<file path="src/logic/stall_pkg.sv">
// Register stall shared definitions
package stall_pkg;

    // general register file of the decode stage
    localparam int unsigned NUM_REGS = 8;

    // esp lives at index 4, push and pop depend on it
    localparam int unsigned STACK_REG = 4;

    typedef logic [2:0] reg_idx_t;

    // operand kinds as produced by the instruction decoder
    typedef enum logic [2:0] {
        OP_NONE      = 3'd0,
        OP_REGISTER  = 3'd1,
        OP_SEGMENT   = 3'd2,
        OP_MM        = 3'd3,
        OP_MODRM     = 3'd4,
        OP_IMMEDIATE = 3'd5,
        OP_MEMORY    = 3'd6
    } op_type_e;

    // operand width, value 3 is never driven
    typedef enum logic [1:0] {
        SIZE_BYTE  = 2'd0,
        SIZE_WORD  = 2'd1,
        SIZE_DWORD = 2'd2
    } reg_size_e;

    // one decoded operand with its register field
    typedef struct packed {
        op_type_e op_type;
        reg_idx_t reg_num;
    } operand_t;

    // mod r/m byte, mode in the top two bits
    typedef struct packed {
        logic [1:0] mode;
        reg_idx_t   reg_op;
        reg_idx_t   rm;
    } modrm_t;

    // sib byte, scale in the top two bits
    typedef struct packed {
        logic [1:0] scale;
        reg_idx_t   index;
        reg_idx_t   base;
    } sib_t;

    // register reference with a qualifier
    typedef struct packed {
        reg_idx_t idx;
        logic     valid;
    } reg_access_t;

    // up to two registers per operand
    typedef struct packed {
        reg_access_t op0_r0;
        reg_access_t op0_r1;
        reg_access_t op1_r0;
        reg_access_t op1_r1;
    } src_set_t;

    // completed register write from the writeback stage
    typedef struct packed {
        reg_idx_t  reg_num;
        reg_size_e size;
        logic      enable;
    } writeback_t;

    // byte registers ah, ch, dh, bh (4 to 7) sit inside eax..ebx
    function automatic reg_idx_t sized_reg_index(input reg_idx_t idx, input reg_size_e size);
        reg_idx_t sized;
        sized = idx;
        if (size == SIZE_BYTE && idx[2]) begin
            sized = {1'b0, idx[1:0]};
        end
        return sized;
    endfunction

endpackage

</file>
<file path="src/logic/scoreboard_table.sv">
// In-flight write scoreboard
module scoreboard_table #(
    parameter int unsigned COUNT_WIDTH = 4
) (
    input  logic                                                clk,
    input  logic                                                rst_n,
    input  stall_pkg::reg_access_t                              dest,
    input  logic                                                next_stage_ready,
    input  stall_pkg::writeback_t                               wb,
    output logic [stall_pkg::NUM_REGS-1:0][COUNT_WIDTH-1:0]     counts
);

    // writeback index after byte aliasing
    stall_pkg::reg_idx_t wb_idx;

    // per register reserve and release strobes
    logic [stall_pkg::NUM_REGS-1:0] inc;
    logic [stall_pkg::NUM_REGS-1:0] dec;

    assign wb_idx = stall_pkg::sized_reg_index(wb.reg_num, wb.size);

    always_comb begin
        for (int i = 0; i < stall_pkg::NUM_REGS; i++) begin
            // reserve only once the instruction actually moves on
            inc[i] = dest.valid && next_stage_ready && dest.idx == stall_pkg::reg_idx_t'(i);
            // release does not wait on the pipeline
            dec[i] = wb.enable && wb_idx == stall_pkg::reg_idx_t'(i);
        end
    end

    always_ff @(posedge clk) begin
        if (!rst_n) begin
            counts <= '0;
        end else begin
            for (int i = 0; i < stall_pkg::NUM_REGS; i++) begin
                // reserve and release on the same entry cancel out
                if (inc[i] && !dec[i]) begin
                    counts[i] <= counts[i] + 1'b1;
                end else if (dec[i] && !inc[i]) begin
                    counts[i] <= counts[i] - 1'b1;
                end
            end
        end
    end

    // wrap in either direction would lose track of outstanding writes
    for (genvar g = 0; g < stall_pkg::NUM_REGS; g++) begin : g_count_check
        assert property (@(posedge clk) disable iff (!rst_n)
            (inc[g] && !dec[g]) |-> counts[g] != {COUNT_WIDTH{1'b1}})
            else $error("scoreboard entry %0d overflows", g);

        assert property (@(posedge clk) disable iff (!rst_n)
            (dec[g] && !inc[g]) |-> counts[g] != '0)
            else $error("writeback to entry %0d with no write in flight", g);
    end

endmodule

</file>
<file path="config.mk">
export PLATFORM = sky130hd
export DESIGN_NAME = scoreboard_table
export DESIGN_NICKNAME = d
export VERILOG_FILES = /design/src/logic/stall_pkg.sv /design/src/logic/scoreboard_table.sv
export SDC_FILE = /design/constraint.sdc
export NUM_CORES = 1
export LEC_CHECK = 0
export ABC_CLOCK_PERIOD_IN_PS = 5500
export BUFFER_PORTS_ARGS = -buffer_cell sky130_fd_sc_hd__buf_2
export CORE_MARGIN = 1.5
export CORE_UTILIZATION = 40
export CTS_CLUSTER_DIAMETER = 30
export DETAILED_ROUTE_END_ITERATION = 7
export GPL_TIMING_DRIVEN = 1
export PLACE_DENSITY = 0.74
export SKIP_LAST_GASP = 1
export SLEW_MARGIN = 10
export SYNTH_ARGS = -nofsm -noshare
export SYNTH_HDL_FRONTEND = slang
export SYNTH_SLANG_ARGS = --single-unit
</file>
<file path="constraint.sdc">
create_clock -name clk -period 5.5 [get_ports clk]
set_input_delay 0.275 -clock clk [delete_from_list [all_inputs] [get_ports clk]]
set_output_delay 0.275 -clock clk [all_outputs]
set_load 0.02 [all_outputs]
</file>
# Word level (Yosys, flattened, before mapping)
# Index checks and enable logic that the tools add are counted.
# W data, S select, Z words.
[word_totals]
register_bits = 32
input_bits = 13
[classes]
n_addsub = 16
eq_ne = 14
mux = 17
reduce_logical = 61
[op_table]
columns = ["cell", "count"]
rows = [
  ["$mux W4", 16],
  ["$logic_and A1 B1 Y1", 34],
  ["$add A4 B1 Y4 const B", 8],
  ["$sub A4 B1 Y4 const B", 8],
  ["$eq A3 B3 Y1 const B", 8],
  ["$logic_not A1 Y1", 16],
  ["$reduce_bool A2 Y1", 8],
  ["$eq A3 B2 Y1 const B", 4],
  ["$eq A3 B1 Y1 const B", 2],
  ["$logic_not A3 Y1", 2],
  ["$mux W3", 1],
  ["$logic_not A2 Y1", 1],
]

# Longest topological paths before layout
[depth]
word_depth = 8
depth_mapped = 10
mapped_depth_nobuf = 10

# Worst setup path before layout
# OpenSTA, ideal clock, no wires.
[synth_timing]
path_type = "in2reg"
from = "in wb[2] (netlist name)"
to = "reg counts[11] (netlist name)"
setup_ps = 72
arrival_time_ps = 1832
slack_ps = 3596
cell_stages = 10
n_path_buf = 0
cell_sequence = "o21a_1 nor2_1 nand3_1 ha_1 inv_1 ha_1 a21oi_1 a211oi_1 a31oi_1 mux2i_1"
[synth_between]
elab_chain_cells = 8
word_cells_on_any_way = 10
cone_classes = "1 x eq/ne; 2 x mux; 7 x reduce/logical"
[synth_lines]
columns = ["item", "line_no", "source"]
rows = [
  ["start, declared", "scoreboard_table.sv:9", "input stall_pkg::writeback_t wb,"],
  ["$logic_not A2 Y1 *", "stall_pkg.sv:75", "if (size == SIZE_BYTE && idx[2]) begin"],
  ["$logic_and A1 B1 Y1 *", "stall_pkg.sv:75", ""],
  ["$mux W3 *", "stall_pkg.sv:75", ""],
  ["$eq A3 B2 Y1 *", "scoreboard_table.sv:27", "dec[i] = wb.enable && wb_idx == stall_pkg::reg_idx_t'(i);"],
  ["$logic_and A1 B1 Y1 *", "scoreboard_table.sv:27", ""],
  ["$logic_not A1 Y1", "scoreboard_table.sv:37", "if (inc[i] && !dec[i]) begin"],
  ["$logic_and A1 B1 Y1", "scoreboard_table.sv:37", ""],
  ["$mux W4 or $reduce_bool A2 Y1 (tied branches)", "-", ""],
  ["end signal, assigned by index", "scoreboard_table.sv:38", "counts[i] <= counts[i] + 1'b1;"],
  ["end signal, assigned by index", "scoreboard_table.sv:40", "counts[i] <= counts[i] - 1'b1;"],
  ["end, declared", "scoreboard_table.sv:10", "output logic [stall_pkg::NUM_REGS-1:0][COUNT_WIDTH-1:0] counts"],
]
# Every way passes the cells marked *; elsewhere a longest branch is shown, timed or not.
# A chain may end at the register's enable or synchronous reset.

# Worst setup path in the final report
[layout_timing]
from = "in wb[2] (netlist name)"
to = "reg counts[27] (netlist name)"
[layout_between]
elab_chain_cells = 8
word_cells_on_any_way = 10
cone_classes = "1 x eq/ne; 2 x mux; 7 x reduce/logical"
[layout_lines]
columns = ["item", "line_no"]
rows = [
  ["$logic_not A2 Y1 *", "stall_pkg.sv:75"],
  ["$logic_and A1 B1 Y1 *", "stall_pkg.sv:75"],
  ["$mux W3 *", "stall_pkg.sv:75"],
  ["$eq A3 B3 Y1 *", "scoreboard_table.sv:27"],
  ["$logic_and A1 B1 Y1 *", "scoreboard_table.sv:27"],
  ["$logic_not A1 Y1", "scoreboard_table.sv:37"],
  ["$logic_and A1 B1 Y1", "scoreboard_table.sv:37"],
  ["$mux W4 or $reduce_bool A2 Y1 (tied branches)", "-"],
]
# Marks and branches as above.

==> key figures <==
STA
  – Crit path time final: slightly below 2000 ps
  – Slew Limit Fails: 0
  – Setup TNS: 0 ps
  – Worst hold slack: about 470 ps
  – Slew headroom: between 60% and 70%
  – Tcrit/Tclk final: roughly 36%
  – RSZ-0062 raised after global routing: false
  – Worst Max-Slew Pin Slew: 586.4 ps
  – Clock Skew: 4.965 ps
  – # setup viols final: 0
  – Hold Vio Cnt, Final: 0
  – Fmax: 0.5073 GHz

Routing
  – WL/cell: around 12 um
  – DRT Pass-1 Iters: 4
  – Via count: ~1700
  – 1st-iter DRT viols: 65
  – Final WL: approximately 4000 um
  – Detail Route Antenna Nets: 0
  – Via-to-Cell Ratio: ~4.9
  – DRC Markers: 0

Setup path
  – Setup crit end kind: register
  – Worst r2r path cells: 5
  – Max FO, Critical Path: 4
  – CP delay by family, top: compound AO/OA/AOI/OAI gates
  – Crit Path Category: primary input to register
  – Critical path arrival: ~2200 ps
  – Critical path buffer and inverter count: 2
  – Worst flop-to-flop path startpoint: counts[2]
  – CP most frequent cell: ha_1
  – Crit path launch type: primary input
  – Critical-path cell list: buf_2 > o21ai_0 > nor2_1 > nand3_1 > ha_1 > inv_1 > ha_1 > a21oi_1 > a211oi_1 > a31oi_1 > mux2i_1
  – Slowest-stage cell, CP: ha_1
  – Max incr delay on CP: between 300 and 400 ps
  – Reg2reg end: counts[3]
  – Critical path required time: 5720 ps
  – R2R Setup Slk: 4070 ps

Power
  – Peak VDD IR: 0.0001216 V
  – Power consumption: roughly 610 uW
  – PwrDens: 244.1 nW/um2
  – Leakage: 0.001133 uW

Clock network
  – Clk buf depth: 2
  – TritonCTS Buffers: 5
  – CTS-repair resized insts: 0
  – CTS tree: yes
  – CTS sink count: 32
  – Clk slew on worst S/H paths: approximately 70 ps
  – Htree depth: 2
  – Clock Latency Late Sink: roughly 280 ps
  – Root Buffer Master: clkbuf_8
  – Post-CTS setup buffer count: 0
  – Cts hold-fix bufs: 0

Min path
  – Min-delay src: counts[11]
  – WHS Endpoint: counts[11]
  – Worst hold path type: register to register
  – Hold Crit Depth: 2

Placed design
  – Placer congestion estimate: ~0.76
  – Hpwl dp: 3077 um
  – Port Buffers: 44

Synthesis
  – Register bit total from synthesis: 32
  – Post-synth EDFFs: 0
  – Most used DFF post-synth: dfxtp_1
  – Ys Warns: 0
  – Synth Area per Inst: ~9 um2
  – Post-Syn Instances: between 200 and 250
  – Mapped Nets: 283
  – Distinct cells, synth: 23
  – Sequential share of the synthesized area: between 20% and 30%
  – Post-Syn Area: roughly 2100 um2
  – Share of synthesized registers carrying an async set or reset: 0%

Finish
  – Total Nets Final: 322
  – Biggest regs: counts x32
  – Share of layout cells above drive strength 1: between 10% and 20%
  – Area grow syn2layout: 16.92%
  – Reg with most FFs: counts
  – Max reg flops: 32
  – Most common cell after layout, fill and taps aside: buf_2
  – Most frequent cells in the layout: buf_2, dfxtp_1, ha_1, nand2_1
  – Ant. Diodes: 0

Global routing
  – GR Util met1: around 18%
  – Initial antenna violation count: 0
  – First-pass GRT wire length: between 7000 and 8000 um
  – Met2 Usage GRT: 27.48%
  – Met3 GRT Util: roughly 3.6%
  – Tot GR Track Use: 14.96%
  – Final global-route overflow total: 0
  – Largest net degree at the start of global routing: 41
  – Busiest grt layer: met2
  – Vias in the first global route: between 1500 and 2000

Die
  – Height of the die: 76.10 um
  – Starting Density: about two fifths
  – Die Width: between 70 and 80 um
  – # IOs: 45
  – Std cell rows: 26
  – Core area: ~5100 um2
  – Die area: between 5000 and 6000 um2

Run status
  – Outcome: complete, no violations

Run
  – Max Cap Viol: 0
[kinds of logic after synthesis]
group                      Yosys count  share of synthesized area (%)
buffers and inverters               20                          4.099
and+or+nand+nor                     88                          20.84
adders and majority gates           32                          21.55
xor gates and xnor gates            16                          6.557
muxes                               16                          7.494
AOI/OAI and AO/OA                   34                          9.485
DFF                                 32                          29.98
[stage by stage]
step                utilization [%]  instances  instance area (um2)  setup WS [ps]
finish                        48.61        348                 2499           3529
global route                  48.61        348                 2499           3379
CTS                           48.61        348                 2499           3519
detailed placement            46.45        340                 2387           3220
global placement              46.45        340                 2387           3285
floorplan                         -        238                 2137           3596
[layer usage]
layer	vias to the layer above	part of all wire [%]
met5	-	0
met4	0	0.32
met3	2	3.1
met2	28	51
met1	786	46
li1	890	-
[cell usage after synthesis, types with 8 or more instances]
cell,n,area [um2]
a211oi_1,8,60.06
nor2b_1,9,56.30
mux2i_1,16,160.2
nand2_1,19,71.32
and2_1,16,100.1
inv_1,8,30.03
clkbuf_2,8,40.04
ha_1,24,300.3
nor2_1,16,60.06
nand3_1,13,65.06
nand2b_1,10,62.56
a21oi_1,8,40.04
a31oi_1,8,50.05
dfxtp_1,32,640.6
o21ai_0,9,45.04
xnor2_1,16,140.1
fa_1,8,160.2
[power by group]
| part | switching, uW | internal [uW] |
|---|---|---|
| logic | 66.6 | 55.2 |
| clock network | 93.8 | 134 |
| registers | 14.8 | 246 |
[worst max path at each step]
stage / startpoint / end / slack (ps) / depth (start not counted)
3_3_place_gp: wb[2] / counts[27] / 3290 / 11
3_5_place_dp: wb[2] / counts[19] / 3220 / 11
5_1_grt: wb[2] / counts[15] / 3380 / 10
4_1_cts: wb[2] / counts[27] / 3520 / 11
6_report: wb[2] / counts[27] / 3530 / 11
2_1_floorplan: wb[2] / counts[11] / 3600 / 10
[final cells by class]
type,count,area (um2)
fill,524,2641
multi-input combinational,186,1409
sequential,32,640.6
timing repair buffer,44,220.2
tap,70,87.58
clock buffer,5,68.82
clock inverter,3,42.54
inverter,8,30.03
[worst min-delay path: cells and delay by family, from the launching register on]
| family | cells | cell delay, ps |
|---|---|---|
| simple gates | 1 | 50 |
| flops | 1 | 320 |
| mux | 1 | 60 |
Note: power is estimated with default switching activity, not from simulation.
