[config.mk]
export PLATFORM = sky130hd
export DESIGN_NAME = operand_decode
export DESIGN_NICKNAME = d
export VERILOG_FILES = /design/src/logic/stall_pkg.sv /design/src/logic/operand_decode.sv
export SDC_FILE = /design/constraint.sdc
export NUM_CORES = 1
export LEC_CHECK = 0
export ABC_AREA = 1
export BUFFER_PORTS_ARGS = -buffer_cell sky130_fd_sc_hd__buf_2
export CORE_UTILIZATION = 25
export DETAILED_ROUTE_END_ITERATION = 6
export PLACE_DENSITY_LB_ADDON = 0.05
export SLEW_MARGIN = 30
export SYNTH_ARGS = -nofsm -noshare
export SYNTH_HDL_FRONTEND = slang
export SYNTH_SLANG_ARGS = --single-unit
[constraint.sdc]
create_clock -name vclk -period 0.8
set_input_delay 0.04 -clock vclk [all_inputs]
set_output_delay 0.04 -clock vclk [all_outputs]
set_load 0.01 [all_outputs]
[src/logic/stall_pkg.sv]
// Register stall shared definitions
package stall_pkg;

    // general register file of the decode stage
    localparam int unsigned NUM_REGS = 8;

    // esp lives at index 4, push and pop depend on it
    localparam int unsigned STACK_REG = 4;

    typedef logic [2:0] reg_idx_t;

    // operand kinds as produced by the instruction decoder
    typedef enum logic [2:0] {
        OP_NONE      = 3'd0,
        OP_REGISTER  = 3'd1,
        OP_SEGMENT   = 3'd2,
        OP_MM        = 3'd3,
        OP_MODRM     = 3'd4,
        OP_IMMEDIATE = 3'd5,
        OP_MEMORY    = 3'd6
    } op_type_e;

    // operand width, value 3 is never driven
    typedef enum logic [1:0] {
        SIZE_BYTE  = 2'd0,
        SIZE_WORD  = 2'd1,
        SIZE_DWORD = 2'd2
    } reg_size_e;

    // one decoded operand with its register field
    typedef struct packed {
        op_type_e op_type;
        reg_idx_t reg_num;
    } operand_t;

    // mod r/m byte, mode in the top two bits
    typedef struct packed {
        logic [1:0] mode;
        reg_idx_t   reg_op;
        reg_idx_t   rm;
    } modrm_t;

    // sib byte, scale in the top two bits
    typedef struct packed {
        logic [1:0] scale;
        reg_idx_t   index;
        reg_idx_t   base;
    } sib_t;

    // register reference with a qualifier
    typedef struct packed {
        reg_idx_t idx;
        logic     valid;
    } reg_access_t;

    // up to two registers per operand
    typedef struct packed {
        reg_access_t op0_r0;
        reg_access_t op0_r1;
        reg_access_t op1_r0;
        reg_access_t op1_r1;
    } src_set_t;

    // completed register write from the writeback stage
    typedef struct packed {
        reg_idx_t  reg_num;
        reg_size_e size;
        logic      enable;
    } writeback_t;

    // byte registers ah, ch, dh, bh (4 to 7) sit inside eax..ebx
    function automatic reg_idx_t sized_reg_index(input reg_idx_t idx, input reg_size_e size);
        reg_idx_t sized;
        sized = idx;
        if (size == SIZE_BYTE && idx[2]) begin
            sized = {1'b0, idx[1:0]};
        end
        return sized;
    endfunction

endpackage

[src/logic/operand_decode.sv]
// Operand register decode
module operand_decode (
    input  stall_pkg::reg_size_e   register_size,
    input  stall_pkg::operand_t    op0,
    input  stall_pkg::operand_t    op1,
    input  stall_pkg::modrm_t      mod_rm,
    input  stall_pkg::sib_t        sib,
    output stall_pkg::src_set_t    sources,
    output stall_pkg::reg_access_t dest
);

    // registers named by the mod r/m and sib bytes, shared by both operands
    stall_pkg::reg_access_t modrm_r0;
    stall_pkg::reg_access_t modrm_r1;

    // first source of one operand
    function automatic stall_pkg::reg_access_t operand_r0(
        input stall_pkg::operand_t    op,
        input stall_pkg::reg_size_e   size,
        input stall_pkg::reg_access_t from_modrm
    );
        stall_pkg::reg_access_t r0;
        r0.idx   = op.reg_num;
        r0.valid = 1'b0;
        case (op.op_type)
            // plain register or register-indirect memory
            stall_pkg::OP_REGISTER,
            stall_pkg::OP_MEMORY: begin
                r0.idx   = stall_pkg::sized_reg_index(op.reg_num, size);
                r0.valid = 1'b1;
            end
            stall_pkg::OP_MODRM: begin
                r0 = from_modrm;
            end
            // segment, mm, immediate and none read no general register
            default: begin
                r0.valid = 1'b0;
            end
        endcase
        return r0;
    endfunction

    // second source, only the sib index can supply it
    function automatic stall_pkg::reg_access_t operand_r1(
        input stall_pkg::operand_t    op,
        input stall_pkg::reg_access_t from_modrm
    );
        stall_pkg::reg_access_t r1;
        r1 = from_modrm;
        if (op.op_type != stall_pkg::OP_MODRM) begin
            r1.valid = 1'b0;
        end
        return r1;
    endfunction

    always_comb begin
        // mode 00 with rm 101 is disp32 only, no base register
        modrm_r0.valid = !(mod_rm.mode == 2'b00 && mod_rm.rm == 3'b101);
        if (mod_rm.mode == 2'b11) begin
            // register form, byte size aliasing applies
            modrm_r0.idx = stall_pkg::sized_reg_index(mod_rm.rm, register_size);
        end else if (mod_rm.rm != 3'b100) begin
            // memory through a 32-bit base, never aliased
            modrm_r0.idx = mod_rm.rm;
        end else begin
            // rm 100 escapes to the sib byte
            modrm_r0.idx = sib.base;
        end

        // index 100 means no index register
        modrm_r1.valid = mod_rm.mode != 2'b11 && mod_rm.rm == 3'b100 && sib.index != 3'b100;
        modrm_r1.idx   = sib.index;
    end

    always_comb begin
        sources.op0_r0 = operand_r0(op0, register_size, modrm_r0);
        sources.op0_r1 = operand_r1(op0, modrm_r1);
        sources.op1_r0 = operand_r0(op1, register_size, modrm_r0);
        sources.op1_r1 = operand_r1(op1, modrm_r1);
    end

    // op0 writes a register for a plain register or mod r/m register form
    always_comb begin
        dest.valid = 1'b0;
        dest.idx   = stall_pkg::sized_reg_index(op0.reg_num, register_size);
        if (op0.op_type == stall_pkg::OP_REGISTER) begin
            dest.valid = 1'b1;
        end else if (op0.op_type == stall_pkg::OP_MODRM && mod_rm.mode == 2'b11) begin
            dest.valid = 1'b1;
            dest.idx   = stall_pkg::sized_reg_index(mod_rm.rm, register_size);
        end
    end

    // an index register always comes with a base through the sib byte
    always_comb begin
        assert final (!sources.op0_r1.valid || sources.op0_r0.valid)
            else $error("op0 index source without base source");
        assert final (!sources.op1_r1.valid || sources.op1_r0.valid)
            else $error("op1 index source without base source");
    end

endmodule

**Word-level counts from Yosys, hierarchy flattened**

Index checks and enable logic that the tools add are counted.

- Bits in registers: 0
- Bits of input ports: 30
- Logic and storage cells: 40

- Eq/ne operators: 14
- Muxes and demuxes: 14
- Reduce and logical (&&, ||, !) cells: 12

Operator list:

| operator | count |
|---|---|
| 3-bit equality test, second input constant | 6 |
| 3-bit 2-to-1 mux | 6 |
| 3-bit != test, second input constant | 4 |
| 3-bit one-hot mux with 2 select lines | 2 |
| 1-bit logical AND | 7 |
| 3-bit by 1-bit equality test with 1-bit output, second input constant | 2 |
| 2-bit zero test | 2 |
| 4-bit 2-to-1 mux | 1 |
| 1-bit one-hot mux with 2 select lines | 2 |
| 2-bit OR reduction | 2 |
| 1-bit 2-to-1 mux | 3 |
| 2-bit equality test, second input constant | 1 |
| 2-bit != test, second input constant | 1 |
| 1-bit zero test | 1 |

**Depth between registers and ports, before layout**

Gate-level depths: netlist of run 1.

- Depth after elaboration: 5
- Mapped depth: 7
- Gate-level depth less buffers: 7

**Worst setup path before layout of run 1**

Ideal clock, no wire load.

- Path kind: input -> output
- From: input port op0[4] in the netlist's numbering
- To: output port dest[1] in the netlist's numbering
- Arrival: 0.551 ns
- Data required time: 0.760 ns
- Path slack: 0.209 ns
- Stages on the path: 5
- Cell sequence: inv_1 -> nand3_4 -> nor2_4 -> inv_2 -> o21ai_2

RTL lines:

| element | line | source |
|---|---|---|
| start, declared | operand_decode.sv:4 | `input stall_pkg::operand_t op0,` |
| end, declared | operand_decode.sv:9 | `output stall_pkg::reg_access_t dest` |

==> reports/results.txt, run 1 <==
adder-cell area share of the yosys netlist: 0%
Finished Layout Cells: 146
Hold Buf Count CTS: 0
Peak VDD IR: 0.225 mV
Vias: 637
gr ovfl total: 0
Routed Antenna Nets: 0
Hold Vio Cnt, Final: 0
IO Count: 50
final period utilization: 99.7%
Yosys cell types: 14
DR vias/cell: 4.36
top-count cell post-synth: nand2_1
critical path class: in -> out
HP Start: sib[4]
post-synthesis compound-gate area fraction: 6.98%
DRT iter0 DRCs: 6
worst-margin pin slew: 0.194 ns
CP required: 0.76 ns
register area: 0 um2
fin crit period: 0.797 ns
Routed WL per cell: 8.37 um
Design Area, Final: 758 um2
sequential element share of the synthesized area: 0%
die width: 41.7 um
DRT Wirelength: 1.22 mm
most common library cells after synthesis: 38 x nand2_1, 14 x inv_1, 8 x nor2_1
final setup margin: 0.00270 ns
Initial Utilization: 28.5%
Setup TNS: 0 ns
Crit Path Max Fanout: 5
Die Ht: 41.7 um
xor and xnor fraction of the mapped netlist area: 0%
Worst slew margin: 86.9%
largest family of logic cells by synthesized area: simple AND/OR/NAND/NOR gates
status: finished, final reports clean
Yosys top cell area share: 36.2%
initial antenna violation count: 0
Place WS: -0.0803 ns
max-slew violation count: 0
number of setup violations in the final report: 0
crit path DAT: 0.76 ns
CP startpoint kind: primary input
Final GP Congestion: 0.727
mapped cell area: 394 um2
Die ar.: 1740 um2
Max Cap Violations: 0
core area: 1380 um2
HPWL after DPL: 996 um
Synth Warn #: 0
crit end category: primary output
RSZ-0062 raised after global routing: true
placed cells: 144
dominant cell type by area after synthesis: nand2_1
# diodes: 0
seq_cells: 0
Area Growth Syn to Fin: 92.4%
DRT Pass-1 Iters: 4
Pwr Density: 511 nW/um2
Site Rows: 13
Lkg Pwr: 0.466 nW
worst hold path class: in -> out
largest cells by area after synthesis: nand2_1 36%, inv_1 13%, buf_4 11%
simple-gate share of the synthesized area: 66.3%
Layout Nets: 163
clock buffers: 0
All-Layer GR Usage: 12.8%
number of global-route vias before repair: 525
largest net degree at the start of global routing: 6
placed cell area: 631 um2
Critical path origin: mod_rm[7]
drt drc: 0
post-synthesis mux area share: 0%
fmax: 1250 MHz
Syn Inst Count: 85
fraction of layout cells with a size suffix above 1: 58.8%
first-pass GRT wire length: 1.93 mm
syn_area_per_cell: 4.64 um2
syn_nets: 115
I/O Buffers: 45
## metal layers
layer	part of all wire (%)	vias up	GRT usage [%]
met5	0	-	0
met3	7.1	0	0.435
met2	49	28	23.8
met4	0	0	0
li1	-	343	-
met1	44	266	17.1
## final cells by class
type / count / area [um2]
multi-input combinational: 63 / 358
timing repair buffer: 52 / 319
fill: 169 / 624
inverter: 16 / 62.6
tap: 15 / 18.8
## critical path: stages
cell	delay (ns)
buf_6	0.10
nand2_8	0.06
buf_12	0.12
nor2_4	0.11
inv_2	0.07
nand2_1	0.07
o21ai_2	0.05
buf_2	0.13
## power by group
part	internal [W]	switching, W
Sequential	0	0
Clock	0	0
Combinational	0.000186	0.000201
Total	0.000186	0.000201
## logic make-up (layout without fill, tap and decap cells)
kind of cell / after synthesis / count (layout)
AND/OR/NAND/NOR: 59 / 59
buffers and inverters: 22 / 68
AO/OA/AOI/OAI: 4 / 4
## path summary, 6_finish.rpt
| check | slack, ns | depth (start not counted) | to |
|---|---|---|---|
| setup / recovery | 0.003 | 8 | dest[2] |
| hold / removal | 0.29 | 2 | sources[2] |
## timing repair
action                     4_1_cts  5_1_grt
pin swaps                        6       14
setup endpoints to repair       11       13
setup buffers                    1        1
resized for setup                8       23
## metrics by stage
step	util, %	total power (W)	hold slack [ns]
after detailed placement	45.6	0.000314	0.289
final	54.8	0.000387	0.288
after global placement	45.6	0.000313	0.289
after CTS	48.9	0.000343	0.290
after floorplan	-	0.000174	0.172
after global routing	54.8	0.000427	0.303
## placed cells by master, fill, tap and decap left out, types with 2 or more instances in the layout
| master | n |
|---|---|
| nand4_1 | 2 |
| o21ai_2 | 2 |
| inv_2 | 6 |
| buf_2 | 41 |
| buf_4 | 6 |
| nand3_1 | 5 |
| nand2_1 | 32 |
| nor2_4 | 5 |
| o21ai_0 | 2 |
| nor2_1 | 4 |
| nand2_2 | 6 |
| buf_6 | 3 |
| inv_1 | 9 |
(Power assumes the default switching activity.)
==> inputs of run 2 (changes only) <==
Settings changed: PLACE_DENSITY set to 0.67, PLACE_DENSITY_LB_ADDON 0.05 to not set.
==> run 2 against run 1 <==
- power is 5.3% higher
- sequential share of layout area unchanged
- final area up 5.1%
- largest cell class unchanged
- worst setup slack improved by 0.0041 ns
- cell count stayed put
- global-route usage grew 1.1 points
- via count rose by 2.7%
- wire length increased by 12%
- critical path type unchanged
==> reports/results.txt, run 2 (same netlist as run 1, synthesis figures left out) <==
number of setup violations in the final report: 0
Crit Path Max Fanout: 4
Initial Utilization: 28.5%
Gate power share: 100.0%
Setup TNS: 0 ns
core area: 1380 um2
Hold Buf Count CTS: 0
die width: 41.7 um
clock power share: 0%
Seq pwr share: 0%
most common cell after layout, fill and taps aside: buf_2
fill count: 143
Final GP Congestion: 0.788
fraction of layout cells with a size suffix above 1: 58.8%
final period utilization: 99.2%
crit end category: primary output
Die ar.: 1740 um2
commonest non-fill, non-tap cells in the layout: 38 x buf_2, 35 x nand2_1, 9 x inv_1
Pwr Density: 511 nW/um2
worst hold path class: in -> out
DR vias/cell: 4.48
status: finished, final reports clean
All-Layer GR Usage: 13.8%
CP startpoint kind: primary input
switching share of power: 52.1%
Area Growth Syn to Fin: 102%
placed cells: 144
IO Count: 50
I/O Buffers: 45
clock buffers: 0
Lkg Pwr: 0.473 nW
HPWL after DPL: 1.02 mm
HP Start: sib[5]
worst-margin pin slew: 0.153 ns
Max Cap Violations: 0
critical path class: in -> out
Vias: 654
crit path DAT: 0.75 ns
number of global-route vias before repair: 539
fmax: 1260 MHz
# diodes: 0
largest net degree at the start of global routing: 6
RSZ-0062 raised after global routing: true
fin crit period: 0.793 ns
DRT Wirelength: 1.37 mm
Pint: 0.000195 W
CP required: 0.76 ns
Worst slew margin: 89.8%
Peak VDD IR: 0.209 mV
Die Ht: 41.7 um
Critical path origin: mod_rm[1]
Finished Layout Cells: 146
Routed WL per cell: 9.40 um
first-pass GRT wire length: 2.03 mm
max-slew violation count: 0
initial antenna violation count: 0
seq_cells: 0
total power: 0.000408 W
NetSw: 0.000212 W
gr ovfl total: 0
Layout Nets: 163
Hold Vio Cnt, Final: 0
DRT iter0 DRCs: 8
DRT Pass-1 Iters: 4
register area: 0 um2
Routed Antenna Nets: 0
drt drc: 0
Site Rows: 13
## run 2: cell type report
type,instances,area [um2],share of cell area [%]
multi-input combinational,63,362,45.4
timing repair buffer,52,337,42.2
inverter,16,80.1,10.0
tap,15,18.8,2.35
## run 2: power groups by stage
stage          Clock (W)  Combinational (W)  Sequential [W]
5_1_grt                0           0.000445               0
2_1_floorplan          0           0.000174               0
3_3_place_gp           0           0.000309               0
4_1_cts                0           0.000337               0
3_5_place_dp           0           0.000314               0
6_report               0           0.000408               0
## run 2: worst max-delay path: stages
cell     delay [ns]
buf_8          0.10
nor2_4         0.14
nand4_1        0.11
nand2_1        0.10
nand2_1        0.07
nand2_1        0.07
buf_2          0.12
## run 2: final timing paths
check	endpoint	slack, ns	depth (start not counted)
worst max-delay path	sources[13]	0.007	7
worst min-delay path	sources[11]	0.29	2
## run 2: metal layers
layer	global-route usage (%)	part of all wire, %	vias up
li1	-	-	346
met1	17.9	42	281
met2	26.6	53	27
met3	0.435	5.2	0
met4	0	0	0
met5	0	0	-
## run 2: what timing repair did
item	in CTS	in global routing
gates resized for setup	12	35
pin swaps	4	21
setup buffers	1	1
endpoints found under the setup margin	10	13
## run 2: through the flow
stage	instance area, um2	hold slack, ns	utilization, %	worst slack (ns)
floorplan	394	0.172	-	0.209
global placement	631	0.289	45.6	-0.0408
detailed placement	631	0.290	45.6	-0.0582
CTS	673	0.291	48.7	-0.00837
global route	797	0.306	57.6	-0.0609
finish	797	0.291	57.6	0.00675
